**src/verilog/axi_bridge_consts.svh**
```systemverilog
// bus widths, cache line geometry and fixed axi attribute macros
`ifndef AXI_BRIDGE_CONSTS_SVH
`define AXI_BRIDGE_CONSTS_SVH

// ------------------------------------------------------------
// bus geometry
// ------------------------------------------------------------
`define AXI_ADDR_W        32
`define AXI_DATA_W        64
`define AXI_STRB_W        8
`define AXI_LEN_W         8

// ------------------------------------------------------------
// cache line geometry
// ------------------------------------------------------------
`define LINE_W            256
`define LINE_BEATS        4
`define LINE_OFF_W        5          // 32 byte line
`define LINE_SIZE_CODE    3'b100     // core size code for a whole line
`define LINE_BEAT_SIZE    3'd3       // 8 bytes per beat

// fixed attributes: normal access, device non-bufferable, unprivileged data
`define AXI_LOCK_NORMAL   1'b0
`define AXI_CACHE_DEVICE  4'b0000
`define AXI_PROT_DATA     3'b000

`endif
```
**src/verilog/axi_bridge_pkg.sv**
```systemverilog
// request kind, engine state and burst type enums for the bridge
`default_nettype none

package axi_bridge_pkg;

  // decoded from the core size code at capture
  typedef enum logic {
    KIND_WORD,
    KIND_LINE
  } req_kind_e;

  typedef enum logic [1:0] {
    RD_IDLE,
    RD_ADDR,                            // arvalid held
    RD_DATA                             // rready held until rlast
  } rd_state_e;

  typedef enum logic [1:0] {
    WR_IDLE,
    WR_ADDR,                            // awvalid held
    WR_DATA,                            // beats shifted out
    WR_RESP                             // waiting on b channel
  } wr_state_e;

  // AxBURST encodings
  typedef enum logic [1:0] {
    BURST_FIXED = 2'b00,
    BURST_INCR  = 2'b01,
    BURST_WRAP  = 2'b10
  } axi_burst_e;

endpackage

`default_nettype wire

```
**src/verilog/line_req_if.sv**
```systemverilog
// captured request handoff from the request slot to a burst engine
`default_nettype none
`include "axi_bridge_consts.svh"

interface line_req_if;

  logic                       valid;      // slot full for this engine
  logic                       is_write;
  axi_bridge_pkg::req_kind_e  kind;
  logic [`AXI_ADDR_W-1:0]     addr;
  logic [2:0]                 size;
  logic [`AXI_STRB_W-1:0]     wstrb;
  logic [`LINE_W-1:0]         data;
  logic                       take;       // one cycle, empties the slot

  modport req_stage (
    output valid, is_write, kind, addr, size, wstrb, data,
    input  take
  );

  modport engine (
    input  valid, is_write, kind, addr, size, wstrb, data,
    output take
  );

endinterface

`default_nettype wire

```
**src/verilog/axi_line_bridge.sv**
```systemverilog
// top level cache-side AXI4 master bridge wiring slot and burst engines
`default_nettype none
`include "axi_bridge_consts.svh"

module axi_line_bridge (
  input  wire                     i_aclk,
  input  wire                     i_rst_n,
  // core side
  input  wire                     i_rd_req,
  input  wire                     i_wr_req,
  input  wire                     i_rw_op,
  input  wire [2:0]               i_rd_size,
  input  wire [2:0]               i_wr_size,
  input  wire [`AXI_ADDR_W-1:0]   i_rd_addr,
  input  wire [`AXI_ADDR_W-1:0]   i_wr_addr,
  input  wire [`AXI_STRB_W-1:0]   i_wr_wstrb,
  input  wire [`LINE_W-1:0]       i_wr_wdata,
  output logic                    o_rd_rdy,
  output logic                    o_wr_rdy,
  output logic                    o_ret_valid,
  output logic                    o_ret_last,
  output logic [`AXI_DATA_W-1:0]  o_ret_data,
  output logic                    o_wr_done,
  output logic                    o_wr_err,
  // write address channel
  output logic [`AXI_ADDR_W-1:0]  o_awaddr,
  output logic [`AXI_LEN_W-1:0]   o_awlen,
  output logic [2:0]              o_awsize,
  output logic [1:0]              o_awburst,
  output logic                    o_awlock,
  output logic [3:0]              o_awcache,
  output logic [2:0]              o_awprot,
  output logic                    o_awvalid,
  input  wire                     i_awready,
  // write data and response
  output logic [`AXI_DATA_W-1:0]  o_wdata,
  output logic [`AXI_STRB_W-1:0]  o_wstrb,
  output logic                    o_wlast,
  output logic                    o_wvalid,
  input  wire                     i_wready,
  input  wire [1:0]               i_bresp,
  input  wire                     i_bvalid,
  output logic                    o_bready,
  // read address channel
  output logic [`AXI_ADDR_W-1:0]  o_araddr,
  output logic [`AXI_LEN_W-1:0]   o_arlen,
  output logic [2:0]              o_arsize,
  output logic [1:0]              o_arburst,
  output logic                    o_arlock,
  output logic [3:0]              o_arcache,
  output logic [2:0]              o_arprot,
  output logic                    o_arvalid,
  input  wire                     i_arready,
  // read data channel
  input  wire [`AXI_DATA_W-1:0]   i_rdata,
  input  wire [1:0]               i_rresp,
  input  wire                     i_rlast,
  input  wire                     i_rvalid,
  output logic                    o_rready
);

  line_req_if rd_req ();
  line_req_if wr_req ();

  assign o_awlock  = `AXI_LOCK_NORMAL;
  assign o_awcache = `AXI_CACHE_DEVICE;
  assign o_awprot  = `AXI_PROT_DATA;
  assign o_arlock  = `AXI_LOCK_NORMAL;
  assign o_arcache = `AXI_CACHE_DEVICE;
  assign o_arprot  = `AXI_PROT_DATA;

  req_stage u_req_stage (
    .i_aclk, .i_rst_n, .i_rd_req, .i_wr_req, .i_rw_op,
    .i_rd_size, .i_wr_size, .i_rd_addr, .i_wr_addr, .i_wr_wstrb, .i_wr_wdata,
    .o_rd_rdy, .o_wr_rdy,
    .rd_req (rd_req.req_stage),
    .wr_req (wr_req.req_stage)
  );

  axi_rd_engine u_rd_engine (
    .i_aclk, .i_rst_n,
    .rd_req (rd_req.engine),
    .i_arready, .i_rdata, .i_rresp, .i_rlast, .i_rvalid,
    .o_araddr, .o_arlen, .o_arsize, .o_arburst, .o_arvalid, .o_rready,
    .o_ret_valid, .o_ret_last, .o_ret_data
  );

  axi_wr_engine u_wr_engine (
    .i_aclk, .i_rst_n,
    .wr_req (wr_req.engine),
    .i_awready, .i_wready, .i_bresp, .i_bvalid,
    .o_awaddr, .o_awlen, .o_awsize, .o_awburst, .o_awvalid,
    .o_wdata, .o_wstrb, .o_wlast, .o_wvalid, .o_bready,
    .o_wr_done, .o_wr_err
  );

endmodule

`default_nettype wire

```
**src/verilog/axi_wr_engine.sv**
```systemverilog
// write burst engine driving the AW, W and B channels with line serializer
`default_nettype none
`include "axi_bridge_consts.svh"

module axi_wr_engine (
  input  wire                     i_aclk,
  input  wire                     i_rst_n,
  line_req_if.engine              wr_req,
  input  wire                     i_awready,
  input  wire                     i_wready,
  input  wire [1:0]               i_bresp,
  input  wire                     i_bvalid,
  output logic [`AXI_ADDR_W-1:0]  o_awaddr,
  output logic [`AXI_LEN_W-1:0]   o_awlen,
  output logic [2:0]              o_awsize,
  output logic [1:0]              o_awburst,
  output logic                    o_awvalid,
  output logic [`AXI_DATA_W-1:0]  o_wdata,
  output logic [`AXI_STRB_W-1:0]  o_wstrb,
  output logic                    o_wlast,
  output logic                    o_wvalid,
  output logic                    o_bready,
  output logic                    o_wr_done,
  output logic                    o_wr_err
);

  axi_bridge_pkg::wr_state_e  state;
  logic                       take_q;
  logic                       grab;
  logic                       aw_fire;
  logic                       w_fire;
  logic                       b_fire;
  logic [`LINE_W-1:0]         line_buf;   // lowest beat sits in the bottom
  logic [`AXI_LEN_W-1:0]      beat_cnt;

  assign aw_fire = o_awvalid & i_awready;
  assign w_fire  = o_wvalid & i_wready;
  assign b_fire  = o_bready & i_bvalid;
  assign grab    = (state == axi_bridge_pkg::WR_IDLE) & wr_req.valid & ~take_q;

  assign wr_req.take = take_q;

  // ------------------------------------------------------------
  // write FSM
  // ------------------------------------------------------------
  always_ff @(posedge i_aclk) begin
    if (!i_rst_n) begin
      state     <= axi_bridge_pkg::WR_IDLE;
      take_q    <= 1'b0;
      o_wr_done <= 1'b0;
      o_wr_err  <= 1'b0;
    end else begin
      take_q    <= grab;
      o_wr_done <= b_fire;                 // registered pulse
      o_wr_err  <= b_fire & (|i_bresp);
      case (state)
        axi_bridge_pkg::WR_IDLE: if (take_q) state <= axi_bridge_pkg::WR_ADDR;
        axi_bridge_pkg::WR_ADDR: if (aw_fire) state <= axi_bridge_pkg::WR_DATA;
        axi_bridge_pkg::WR_DATA: if (w_fire && o_wlast) state <= axi_bridge_pkg::WR_RESP;
        axi_bridge_pkg::WR_RESP: if (b_fire) state <= axi_bridge_pkg::WR_IDLE;
        default:                 state <= axi_bridge_pkg::WR_IDLE;
      endcase
    end
  end

  // burst shape and payload latched on load
  always_ff @(posedge i_aclk) begin
    if (grab) begin
      if (wr_req.kind == axi_bridge_pkg::KIND_LINE) begin
        o_awaddr <= {wr_req.addr[`AXI_ADDR_W-1:`LINE_OFF_W], {`LINE_OFF_W{1'b0}}};
        o_awlen  <= `AXI_LEN_W'(`LINE_BEATS - 1);
        o_awsize <= `LINE_BEAT_SIZE;
        o_wstrb  <= {`AXI_STRB_W{1'b1}};
      end else begin
        o_awaddr <= wr_req.addr;
        o_awlen  <= '0;
        o_awsize <= wr_req.size;
        o_wstrb  <= wr_req.wstrb;
      end
    end
  end

  // beat serializer
  always_ff @(posedge i_aclk) begin
    if (grab) begin
      line_buf <= wr_req.data;
      beat_cnt <= '0;
    end else if (w_fire) begin
      line_buf <= line_buf >> `AXI_DATA_W;
      beat_cnt <= beat_cnt + 1'b1;
    end
  end

  assign o_awburst = axi_bridge_pkg::BURST_INCR;
  assign o_awvalid = (state == axi_bridge_pkg::WR_ADDR);
  assign o_wvalid  = (state == axi_bridge_pkg::WR_DATA);
  assign o_wdata   = line_buf[`AXI_DATA_W-1:0];
  assign o_wlast   = (beat_cnt == o_awlen);
  assign o_bready  = (state == axi_bridge_pkg::WR_RESP);

  a_aw_hold: assert property (@(posedge i_aclk) disable iff (!i_rst_n)
    o_awvalid && !i_awready |=> o_awvalid && $stable(o_awaddr) && $stable(o_awlen));

  // beat data and its last flag hold through a wready stall
  a_w_hold: assert property (@(posedge i_aclk) disable iff (!i_rst_n)
    o_wvalid && !i_wready |=> o_wvalid && $stable(o_wlast) && $stable(o_wdata));

endmodule

`default_nettype wire

```
**src/verilog/axi_rd_engine.sv**
```systemverilog
// read burst engine driving the AR and R channels back to the core
`default_nettype none
`include "axi_bridge_consts.svh"

module axi_rd_engine (
  input  wire                     i_aclk,
  input  wire                     i_rst_n,
  line_req_if.engine              rd_req,
  input  wire                     i_arready,
  input  wire [`AXI_DATA_W-1:0]   i_rdata,
  input  wire [1:0]               i_rresp,
  input  wire                     i_rlast,
  input  wire                     i_rvalid,
  output logic [`AXI_ADDR_W-1:0]  o_araddr,
  output logic [`AXI_LEN_W-1:0]   o_arlen,
  output logic [2:0]              o_arsize,
  output logic [1:0]              o_arburst,
  output logic                    o_arvalid,
  output logic                    o_rready,
  output logic                    o_ret_valid,
  output logic                    o_ret_last,
  output logic [`AXI_DATA_W-1:0]  o_ret_data
);

  axi_bridge_pkg::rd_state_e  state;
  logic                       take_q;
  logic                       grab;
  logic                       ar_fire;
  logic                       r_fire;
  logic [`AXI_LEN_W-1:0]      beat_cnt;   // beats seen in this burst

  assign ar_fire = o_arvalid & i_arready;
  assign r_fire  = o_rready & i_rvalid;
  assign grab    = (state == axi_bridge_pkg::RD_IDLE) & rd_req.valid & ~take_q;

  assign rd_req.take = take_q;

  // ------------------------------------------------------------
  // read FSM
  // ------------------------------------------------------------
  always_ff @(posedge i_aclk) begin
    if (!i_rst_n) begin
      state  <= axi_bridge_pkg::RD_IDLE;
      take_q <= 1'b0;
    end else begin
      take_q <= grab;
      case (state)
        axi_bridge_pkg::RD_IDLE: if (take_q) state <= axi_bridge_pkg::RD_ADDR;
        axi_bridge_pkg::RD_ADDR: if (ar_fire) state <= axi_bridge_pkg::RD_DATA;
        axi_bridge_pkg::RD_DATA: if (r_fire && i_rlast) state <= axi_bridge_pkg::RD_IDLE;
        default:                 state <= axi_bridge_pkg::RD_IDLE;
      endcase
    end
  end

  // burst shape latched when the request is loaded
  always_ff @(posedge i_aclk) begin
    if (grab) begin
      if (rd_req.kind == axi_bridge_pkg::KIND_LINE) begin
        o_araddr <= {rd_req.addr[`AXI_ADDR_W-1:`LINE_OFF_W], {`LINE_OFF_W{1'b0}}};
        o_arlen  <= `AXI_LEN_W'(`LINE_BEATS - 1);
        o_arsize <= `LINE_BEAT_SIZE;
      end else begin
        o_araddr <= rd_req.addr;
        o_arlen  <= '0;
        o_arsize <= rd_req.size;
      end
    end
  end

  always_ff @(posedge i_aclk) begin
    if (grab) begin
      beat_cnt <= '0;
    end else if (r_fire) begin
      beat_cnt <= beat_cnt + 1'b1;
    end
  end

  assign o_arburst   = axi_bridge_pkg::BURST_INCR;
  assign o_arvalid   = (state == axi_bridge_pkg::RD_ADDR);
  assign o_rready    = (state == axi_bridge_pkg::RD_DATA);
  assign o_ret_valid = r_fire;             // beats go straight through
  assign o_ret_last  = i_rlast;
  assign o_ret_data  = i_rdata;

  a_ar_hold: assert property (@(posedge i_aclk) disable iff (!i_rst_n)
    o_arvalid && !i_arready |=> o_arvalid && $stable(o_araddr) && $stable(o_arlen));

  a_rlast_len: assert property (@(posedge i_aclk) disable iff (!i_rst_n)
    r_fire && i_rlast |-> beat_cnt == o_arlen);

  // slave answers every beat with a defined response
  a_rresp_known: assert property (@(posedge i_aclk) disable iff (!i_rst_n)
    r_fire |-> !$isunknown({i_rresp, i_rlast}));

endmodule

`default_nettype wire

```
**src/verilog/req_stage.sv**
```systemverilog
// one-entry request slot feeding the read and write burst engines
`default_nettype none
`include "axi_bridge_consts.svh"

module req_stage (
  input  wire                     i_aclk,
  input  wire                     i_rst_n,
  input  wire                     i_rd_req,
  input  wire                     i_wr_req,
  input  wire                     i_rw_op,     // 1 selects the write request
  input  wire [2:0]               i_rd_size,
  input  wire [2:0]               i_wr_size,
  input  wire [`AXI_ADDR_W-1:0]   i_rd_addr,
  input  wire [`AXI_ADDR_W-1:0]   i_wr_addr,
  input  wire [`AXI_STRB_W-1:0]   i_wr_wstrb,
  input  wire [`LINE_W-1:0]       i_wr_wdata,
  output logic                    o_rd_rdy,
  output logic                    o_wr_rdy,
  line_req_if.req_stage           rd_req,
  line_req_if.req_stage           wr_req
);

  logic                       slot_valid;
  logic                       slot_is_write;
  axi_bridge_pkg::req_kind_e  slot_kind;
  logic [`AXI_ADDR_W-1:0]     slot_addr;
  logic [2:0]                 slot_size;
  logic [`AXI_STRB_W-1:0]     slot_wstrb;
  logic [`LINE_W-1:0]         slot_data;
  logic                       rd_load;
  logic                       wr_load;
  logic                       slot_take;
  logic [2:0]                 cap_size;

  assign o_rd_rdy  = ~slot_valid;
  assign o_wr_rdy  = ~slot_valid;
  assign rd_load   = i_rd_req & ~i_rw_op & o_rd_rdy;
  assign wr_load   = i_wr_req & i_rw_op & o_wr_rdy & ~rd_load;  // read wins
  assign slot_take = rd_req.take | wr_req.take;
  assign cap_size  = rd_load ? i_rd_size : i_wr_size;

  always_ff @(posedge i_aclk) begin
    if (!i_rst_n) begin
      slot_valid <= 1'b0;
    end else if (rd_load || wr_load) begin
      slot_valid <= 1'b1;
    end else if (slot_take) begin
      slot_valid <= 1'b0;
    end
  end

  always_ff @(posedge i_aclk) begin
    if (rd_load || wr_load) begin
      slot_is_write <= wr_load;
      slot_kind     <= (cap_size == `LINE_SIZE_CODE) ? axi_bridge_pkg::KIND_LINE
                                                      : axi_bridge_pkg::KIND_WORD;
      slot_addr     <= rd_load ? i_rd_addr : i_wr_addr;
      slot_size     <= cap_size;
      slot_wstrb    <= i_wr_wstrb;
      slot_data     <= i_wr_wdata;
    end
  end

  // ------------------------------------------------------------
  // present the slot to the engine that matches its direction
  // ------------------------------------------------------------
  assign rd_req.valid    = slot_valid & ~slot_is_write;
  assign rd_req.is_write = slot_is_write;
  assign rd_req.kind     = slot_kind;
  assign rd_req.addr     = slot_addr;
  assign rd_req.size     = slot_size;
  assign rd_req.wstrb    = slot_wstrb;
  assign rd_req.data     = slot_data;

  assign wr_req.valid    = slot_valid & slot_is_write;
  assign wr_req.is_write = slot_is_write;
  assign wr_req.kind     = slot_kind;
  assign wr_req.addr     = slot_addr;
  assign wr_req.size     = slot_size;
  assign wr_req.wstrb    = slot_wstrb;
  assign wr_req.data     = slot_data;

  // full slot only empties through the engine it is aimed at
  a_slot_hold: assert property (@(posedge i_aclk) disable iff (!i_rst_n)
    slot_take |-> slot_valid && (wr_req.take == slot_is_write)
                             && (rd_req.take == !slot_is_write));

endmodule

`default_nettype wire

```
**config.mk**
```make
export PLATFORM = sky130hd
export DESIGN_NAME = axi_line_bridge
export DESIGN_NICKNAME = d
export VERILOG_FILES = /design/src/verilog/axi_bridge_pkg.sv /design/src/verilog/line_req_if.sv /design/src/verilog/axi_line_bridge.sv /design/src/verilog/axi_wr_engine.sv /design/src/verilog/axi_rd_engine.sv /design/src/verilog/req_stage.sv
export VERILOG_INCLUDE_DIRS = /design/src /design/src/verilog
export SDC_FILE = /design/constraint.sdc
export NUM_CORES = 1
export LEC_CHECK = 0
export BUFFER_PORTS_ARGS = -buffer_cell sky130_fd_sc_hd__buf_2
export CORE_AREA = 5 5 254 256
export DETAILED_ROUTE_END_ITERATION = 10
export DIE_AREA = 0 0 259 261
export MAX_ROUTING_LAYER = met4
export REMOVE_ABC_BUFFERS = 1
export SLEW_MARGIN = 20
export SYNTH_ARGS = -nofsm -noshare
export SYNTH_HDL_FRONTEND = slang
export SYNTH_SLANG_ARGS = --single-unit
```
**constraint.sdc**
```tcl
create_clock -name i_aclk -period 13.4 [get_ports i_aclk]
set_input_delay 0.67 -clock i_aclk [delete_from_list [all_inputs] [get_ports i_aclk]]
set_output_delay 0.67 -clock i_aclk [all_outputs]
set_load 0.03 [all_outputs]
```
# Yosys cells after proc, flatten, opt, wreduce, memory -nomap -nowiden
# Cells that the tools add are included.
# word_totals
ff_bits	668
elab_cells	90
mem_bits_rw	0
romBits	0
latch_bits	0
output_inout_bits	254
n_memories	0
input_bits	413
# op_classes
eq_ne	14
multipliers	0
n_bitwise	24
addsub	1
n_shift	0
mux	19
n_reduce_logical	10
div	0
magnitude_cmp	0
# ops
cell	n
two-way mux 256 bit	2
two-way mux 32 bit	1
bitwise AND 1 bit	17
two-way mux 2 bit	8
!= test 2 bit (second input constant)	5
adder 8 x 1 -> 8 bit (second input constant)	1
equality test 8 bit	1
case mux 2 bit (4 select lines)	1
equality test 2 bit (second input constant)	3
two-way mux 3 bit	2
NOT 1 bit	6
case mux 2 bit (3 select lines)	1
two-way mux 5 bit	1
equality test 2 x 1 -> 1 bit (second input constant)	2
zero test 2 bit	2
!= test 2 x 1 -> 1 bit (second input constant)	2
AND reduction 4 bit	1
nonzero test 2 bit	2
equality test 3 bit (second input constant)	1
two-way mux 1 bit	3
AND reduction 3 bit	1
logical AND 1 bit	2
OR reduction 2 bit	1
logical OR 1 bit	1
OR 1 bit	1

# Depth between registers and ports, before layout
# logic_depth
depth_word	7
depth_mapped	7
depth_no_buf	6

# Modules after synthesis
# A second synthesis with hierarchy kept.
# hier_totals
cells_unflattened	1565
hier_area_um2	27829.2
# modules_own_cells
mod	cells_per_inst	area_each_um2	n_inst	seq_area_each_um2
axi_wr_engine	757	13868.3	1	9268.9
req_stage	656	11996.5	1	9058.7
axi_rd_engine	135	1840.5	1	1141.1
axi_line_bridge	17	123.9	1	0.0

# Worst setup path after synthesis
# OpenSTA, ideal clock, no wires.
# synth_timing
path_type	reg2reg
startpoint	reg u_wr_engine.state[1]
endpoint	reg u_wr_engine.line_buf[0], enable pin
setup_ns	1.961
required_ns	11.439
synth_period_minus_slack_ns	7.153
stages_incl_launch_ff	7
slack_ns	6.247
n_path_buf	2
t_arrival_ns	5.192
path_cell_list	dfxtp_1 > inv_1 > ha_1 > nand3_2 > buf_6 > buf_6 > nand2_1
# synth_via
elab_chain_cells	4
word_cells_on_any_way	6
classes_between	1 x eq/ne; 3 x bitwise; 2 x reduce/logical
# synth_lines
item	line_no	text
from (decl)	axi_wr_engine.sv:27	axi_bridge_pkg::wr_state_e state;
from (signal assigned)	axi_wr_engine.sv:48	state <= axi_bridge_pkg::WR_IDLE;
from (signal assigned)	axi_wr_engine.sv:57	axi_bridge_pkg::WR_IDLE: if (take_q) state <= axi_bridge_pkg::WR_ADDR;
from (signal assigned)	axi_wr_engine.sv:58	axi_bridge_pkg::WR_ADDR: if (aw_fire) state <= axi_bridge_pkg::WR_DATA;
zero test 2 bit	axi_wr_engine.sv:39	assign grab = (state == axi_bridge_pkg::WR_IDLE) & wr_req.valid & ~take_q;
bitwise AND 1 bit (2 in a row)	axi_wr_engine.sv:39	
nonzero test 2 bit (no source line) (*)	-	
to (signal assigned)	axi_wr_engine.sv:86	line_buf <= wr_req.data;
to (signal assigned)	axi_wr_engine.sv:89	line_buf <= line_buf >> `AXI_DATA_W;
to (decl)	axi_wr_engine.sv:33	logic [`LINE_W-1:0] line_buf;
# Mark *: on every way between the ends. The rest lies on a longest branch, timed or not.
# A chain may end at the register's enable or synchronous reset.

# Worst setup path after layout
# layout_timing
startpoint	reg u_req_stage.slot_valid
endpoint	reg u_req_stage.slot_data[159], in the netlist u_req_stage.rd_req.data[159], enable pin
# layout_via
elab_chain_cells	5
word_cells_on_any_way	6
classes_between	5 x bitwise; 1 x reduce/logical
# layout_lines
item	line_no	text
from (decl)	req_stage.sv:23	logic slot_valid;
from (signal assigned)	req_stage.sv:44	slot_valid <= 1'b0;
from (signal assigned)	req_stage.sv:46	slot_valid <= 1'b1;
from (signal assigned)	req_stage.sv:48	slot_valid <= 1'b0;
NOT 1 bit (*)	req_stage.sv:35, req_stage.sv:36	
bitwise AND 1 bit	req_stage.sv:37	assign rd_load = i_rd_req & ~i_rw_op & o_rd_rdy;
NOT 1 bit	req_stage.sv:38	assign wr_load = i_wr_req & i_rw_op & o_wr_rdy & ~rd_load;
bitwise AND 1 bit	req_stage.sv:38	
logical OR 1 bit (*)	req_stage.sv:53	if (rd_load || wr_load) begin
to (signal assigned)	req_stage.sv:60	slot_data <= i_wr_wdata;
to (decl)	req_stage.sv:29	logic [`LINE_W-1:0] slot_data;
# Marked as above.

==> results.sh <==
export IMPL_die_h_microns=261
export IMPL_drt_first_pass_iters=4
export IMPL_yosysMostFrequentCell="edfxtp_1"
export IMPL_vias_per_cell=4.55
export IMPL_post_drt_wl_per_cell_microns=22.1
export IMPL_arrival_ps=3880
export IMPL_cts_tree="built"
export IMPL_dp_cells=2435
export IMPL_hold_ws_ps=244
export IMPL_first_iter_violations=780
export IMPL_syn_inst=1242
export IMPL_path_max_fanout=68
export IMPL_cts_root_buf="clkbuf_16"
export IMPL_hold_violations=0
export IMPL_avgSynthCellArea_sq_um=20.2
export IMPL_grt_use_total_pct=16.5
export IMPL_antenna_found_initial=10
export IMPL_synth_ff_type="edfxtp_1"
export IMPL_synth_edf_count=637
export IMPL_numPortBuffers=504
export IMPL_fin_tns_setup_ps=0
export IMPL_ant_nets=0
export IMPL_skew_ps=18.6
export IMPL_holdBufCountCts=0
export IMPL_core_sq_um=62300
export IMPL_p_leak_nw=11.6
export IMPL_drive_above_1_share_pct=49.6
export IMPL_r2r_start="u_req_stage.slot_valid$_SDFFE_PN0P_"
export IMPL_clock_path_buffers=3
export IMPL_rows=92
export IMPL_cts_resized=0
export IMPL_drv_slew=0
export IMPL_dieArea_sq_um=67600
export IMPL_overflow=0
export IMPL_fmax_mhz=273
export IMPL_criticalPathCategory="reg -> reg"
export IMPL_final_cells=2577
export IMPL_min_path_type="in -> reg"
export IMPL_nFillCells=5280
export IMPL_fin_crit_ps=3670
export IMPL_post_dp_cell_area_sq_um=27500
export IMPL_gp_congestion=0.876
export IMPL_clock_latency_ps=600
export IMPL_synth_top_area_cell="edfxtp_1"
export IMPL_route_detailed_drc=0
export IMPL_synthArstFlopShare_pct=0
export IMPL_grt_max_degree=148
export IMPL_critPathLaunchType="flop"
export IMPL_drt_wl_total_microns=57000
export IMPL_clkSlewWorstSetupHoldPaths_ps=60
export IMPL_yosys_top_cells_area="edfxtp_1 (76%), mux2_4 (9.0%), buf_4 (4.9%)"
export IMPL_power_mw=5.13
export IMPL_synth_distinct_cells=42
export IMPL_boundaryPins=667
export IMPL_crit_path_start="u_req_stage.slot_valid$_SDFFE_PN0P_"
export IMPL_relSlewSlack_pct=34.1
export IMPL_place_hpwl_microns=39000
export IMPL_fin_crit_sh_pct=27.4
export IMPL_rsz0062_at_grt="no"
export IMPL_design_area_sq_um=29800
export IMPL_ys_ff_latch=654
export IMPL_synth_common_cells="edfxtp_1 (637), buf_4 (164), mux2_4 (150), mux2_2 (69), and2_1 (67)"
export IMPL_synthDominantCellAreaShare_pct=76.1
export IMPL_ys_warn_count=0
export IMPL_run_status="finished, final reports clean"
export IMPL_syn2layout_area_growth_pct=18.5
export IMPL_grt_pass1_vias=12600
export IMPL_synth_seq_area_share_pct=77.5
export IMPL_grt_pass1_wl_microns=80400
export IMPL_min_from="i_wr_wdata[237]"
export IMPL_synth_area_sq_um=25100
export IMPL_htree_levels=3
export IMPL_cts_buffers=72
export IMPL_tightest_slew_ps=988
export IMPL_final_nets=2082
export IMPL_post_cts_setup_buffer_count=0
export IMPL_required_ps=13610
export IMPL_num_vias=11700
export IMPL_worst_setup_path_end_kind="flop"
export IMPL_start_util_pct=40.3
export IMPL_die_w_microns=259
export IMPL_setup_violations=0
export IMPL_power_density_nw_per_um2=172
export IMPL_drv_cap=0
export IMPL_cts_sinks=654
export IMPL_vdd_ir_drop_worst_mv=0.108
-- area by class of cell --
cell class / count / area, sq um / share of cell area [%]
Sequential cell: 654 / 19500 / 65.4
Multi-Input combinational cell: 414 / 4270 / 14.3
Timing Repair Buffer: 516 / 2640 / 8.87
Clock buffer: 92 / 1920 / 6.45
Tap cell: 846 / 1060 / 3.56
Clock inverter: 39 / 368 / 1.24
Antenna cell: 11 / 27.5 / 0.0925
Inverter: 5 / 21.3 / 0.0714
-- layout by cell type (no fill, tap or decap), types with 12 or more instances in the layout --
| cell | count |
|---|---|
| conb_1 | 32 |
| nor2_1 | 12 |
| mux2_2 | 69 |
| and2_1 | 67 |
| mux2_4 | 150 |
| buf_2 | 504 |
| clkinv_1 | 13 |
| clkbuf_1 | 18 |
| edfxtp_1 | 637 |
| dfxtp_1 | 17 |
| clkbuf_16 | 74 |
| clkinv_2 | 12 |
-- worst paths after layout --
kind                                                  to  slack [ps]  cells after the start
hold reg to reg       u_wr_engine.o_awaddr[13]$_DFFE_PN_         440                      0
setup reg to reg  u_req_stage.rd_req.data[159]$_DFFE_PP_        9730                      5
setup / recovery  u_req_stage.rd_req.data[159]$_DFFE_PP_        9730                      5
hold / removal    u_req_stage.rd_req.data[237]$_DFFE_PP_         240                      1
-- cells by family after synthesis --
logic type / Yosys count / synth area share [%]
multiplexers: 227 / 12.4
adder cells (fa/ha/maj): 6 / 0.299
flip-flops: 654 / 77.5
buffers and inverters: 204 / 6.08
AND/OR/NAND/NOR: 130 / 3.08
other: 2 / 0.0299
AO/OA/AOI/OAI: 12 / 0.359
XOR/XNOR: 7 / 0.244
-- routing by layer --
| layer | routed length, microns | global-route usage, % |
|---|---|---|
| met1 | 22800 | 20.2 |
| met2 | 26900 | 24.6 |
| met3 | 6130 | 7.61 |
| met4 | 1270 | 5.59 |
| met5 | 0 | - |
-- power breakdown --
| group | internal (mW) | leakage, nW | total [mW] | switching (mW) |
|---|---|---|---|---|
| Combinational | 0.248 | 4.36 | 0.614 | 0.366 |
| Clock | 1.12 | 1.12 | 1.91 | 0.793 |
| Sequential | 2.54 | 6.10 | 2.61 | 0.0620 |
| Total | 3.91 | 11.6 | 5.13 | 1.22 |
-- critical path, stage by stage (launching register included) --
cell     delay [ps]
dfxtp_1         330
nor3b_2         170
buf_4           410
or2_4           650
buf_4           760
buf_4           850
-- registers in the layout (all words and copies together), names as in the netlist, 8 cells and up --
register / cells
u_rd_engine.o_araddr: 32
u_req_stage.rd_req.addr: 32
u_req_stage.rd_req.data: 256
u_req_stage.rd_req.wstrb: 8
u_wr_engine.beat_cnt: 8
u_wr_engine.line_buf: 256
u_wr_engine.o_awaddr: 32
u_wr_engine.o_wstrb: 8
-- through the flow --
stage                     worst slack [ps]  utilization [%]
after global routing                  9520             47.8
after floorplan                      -48.2                -
after global placement                9120             44.1
after detailed placement              9090             44.1
after CTS                             9590             47.8
final                                 9730             47.8
(Power assumes the default switching activity.)
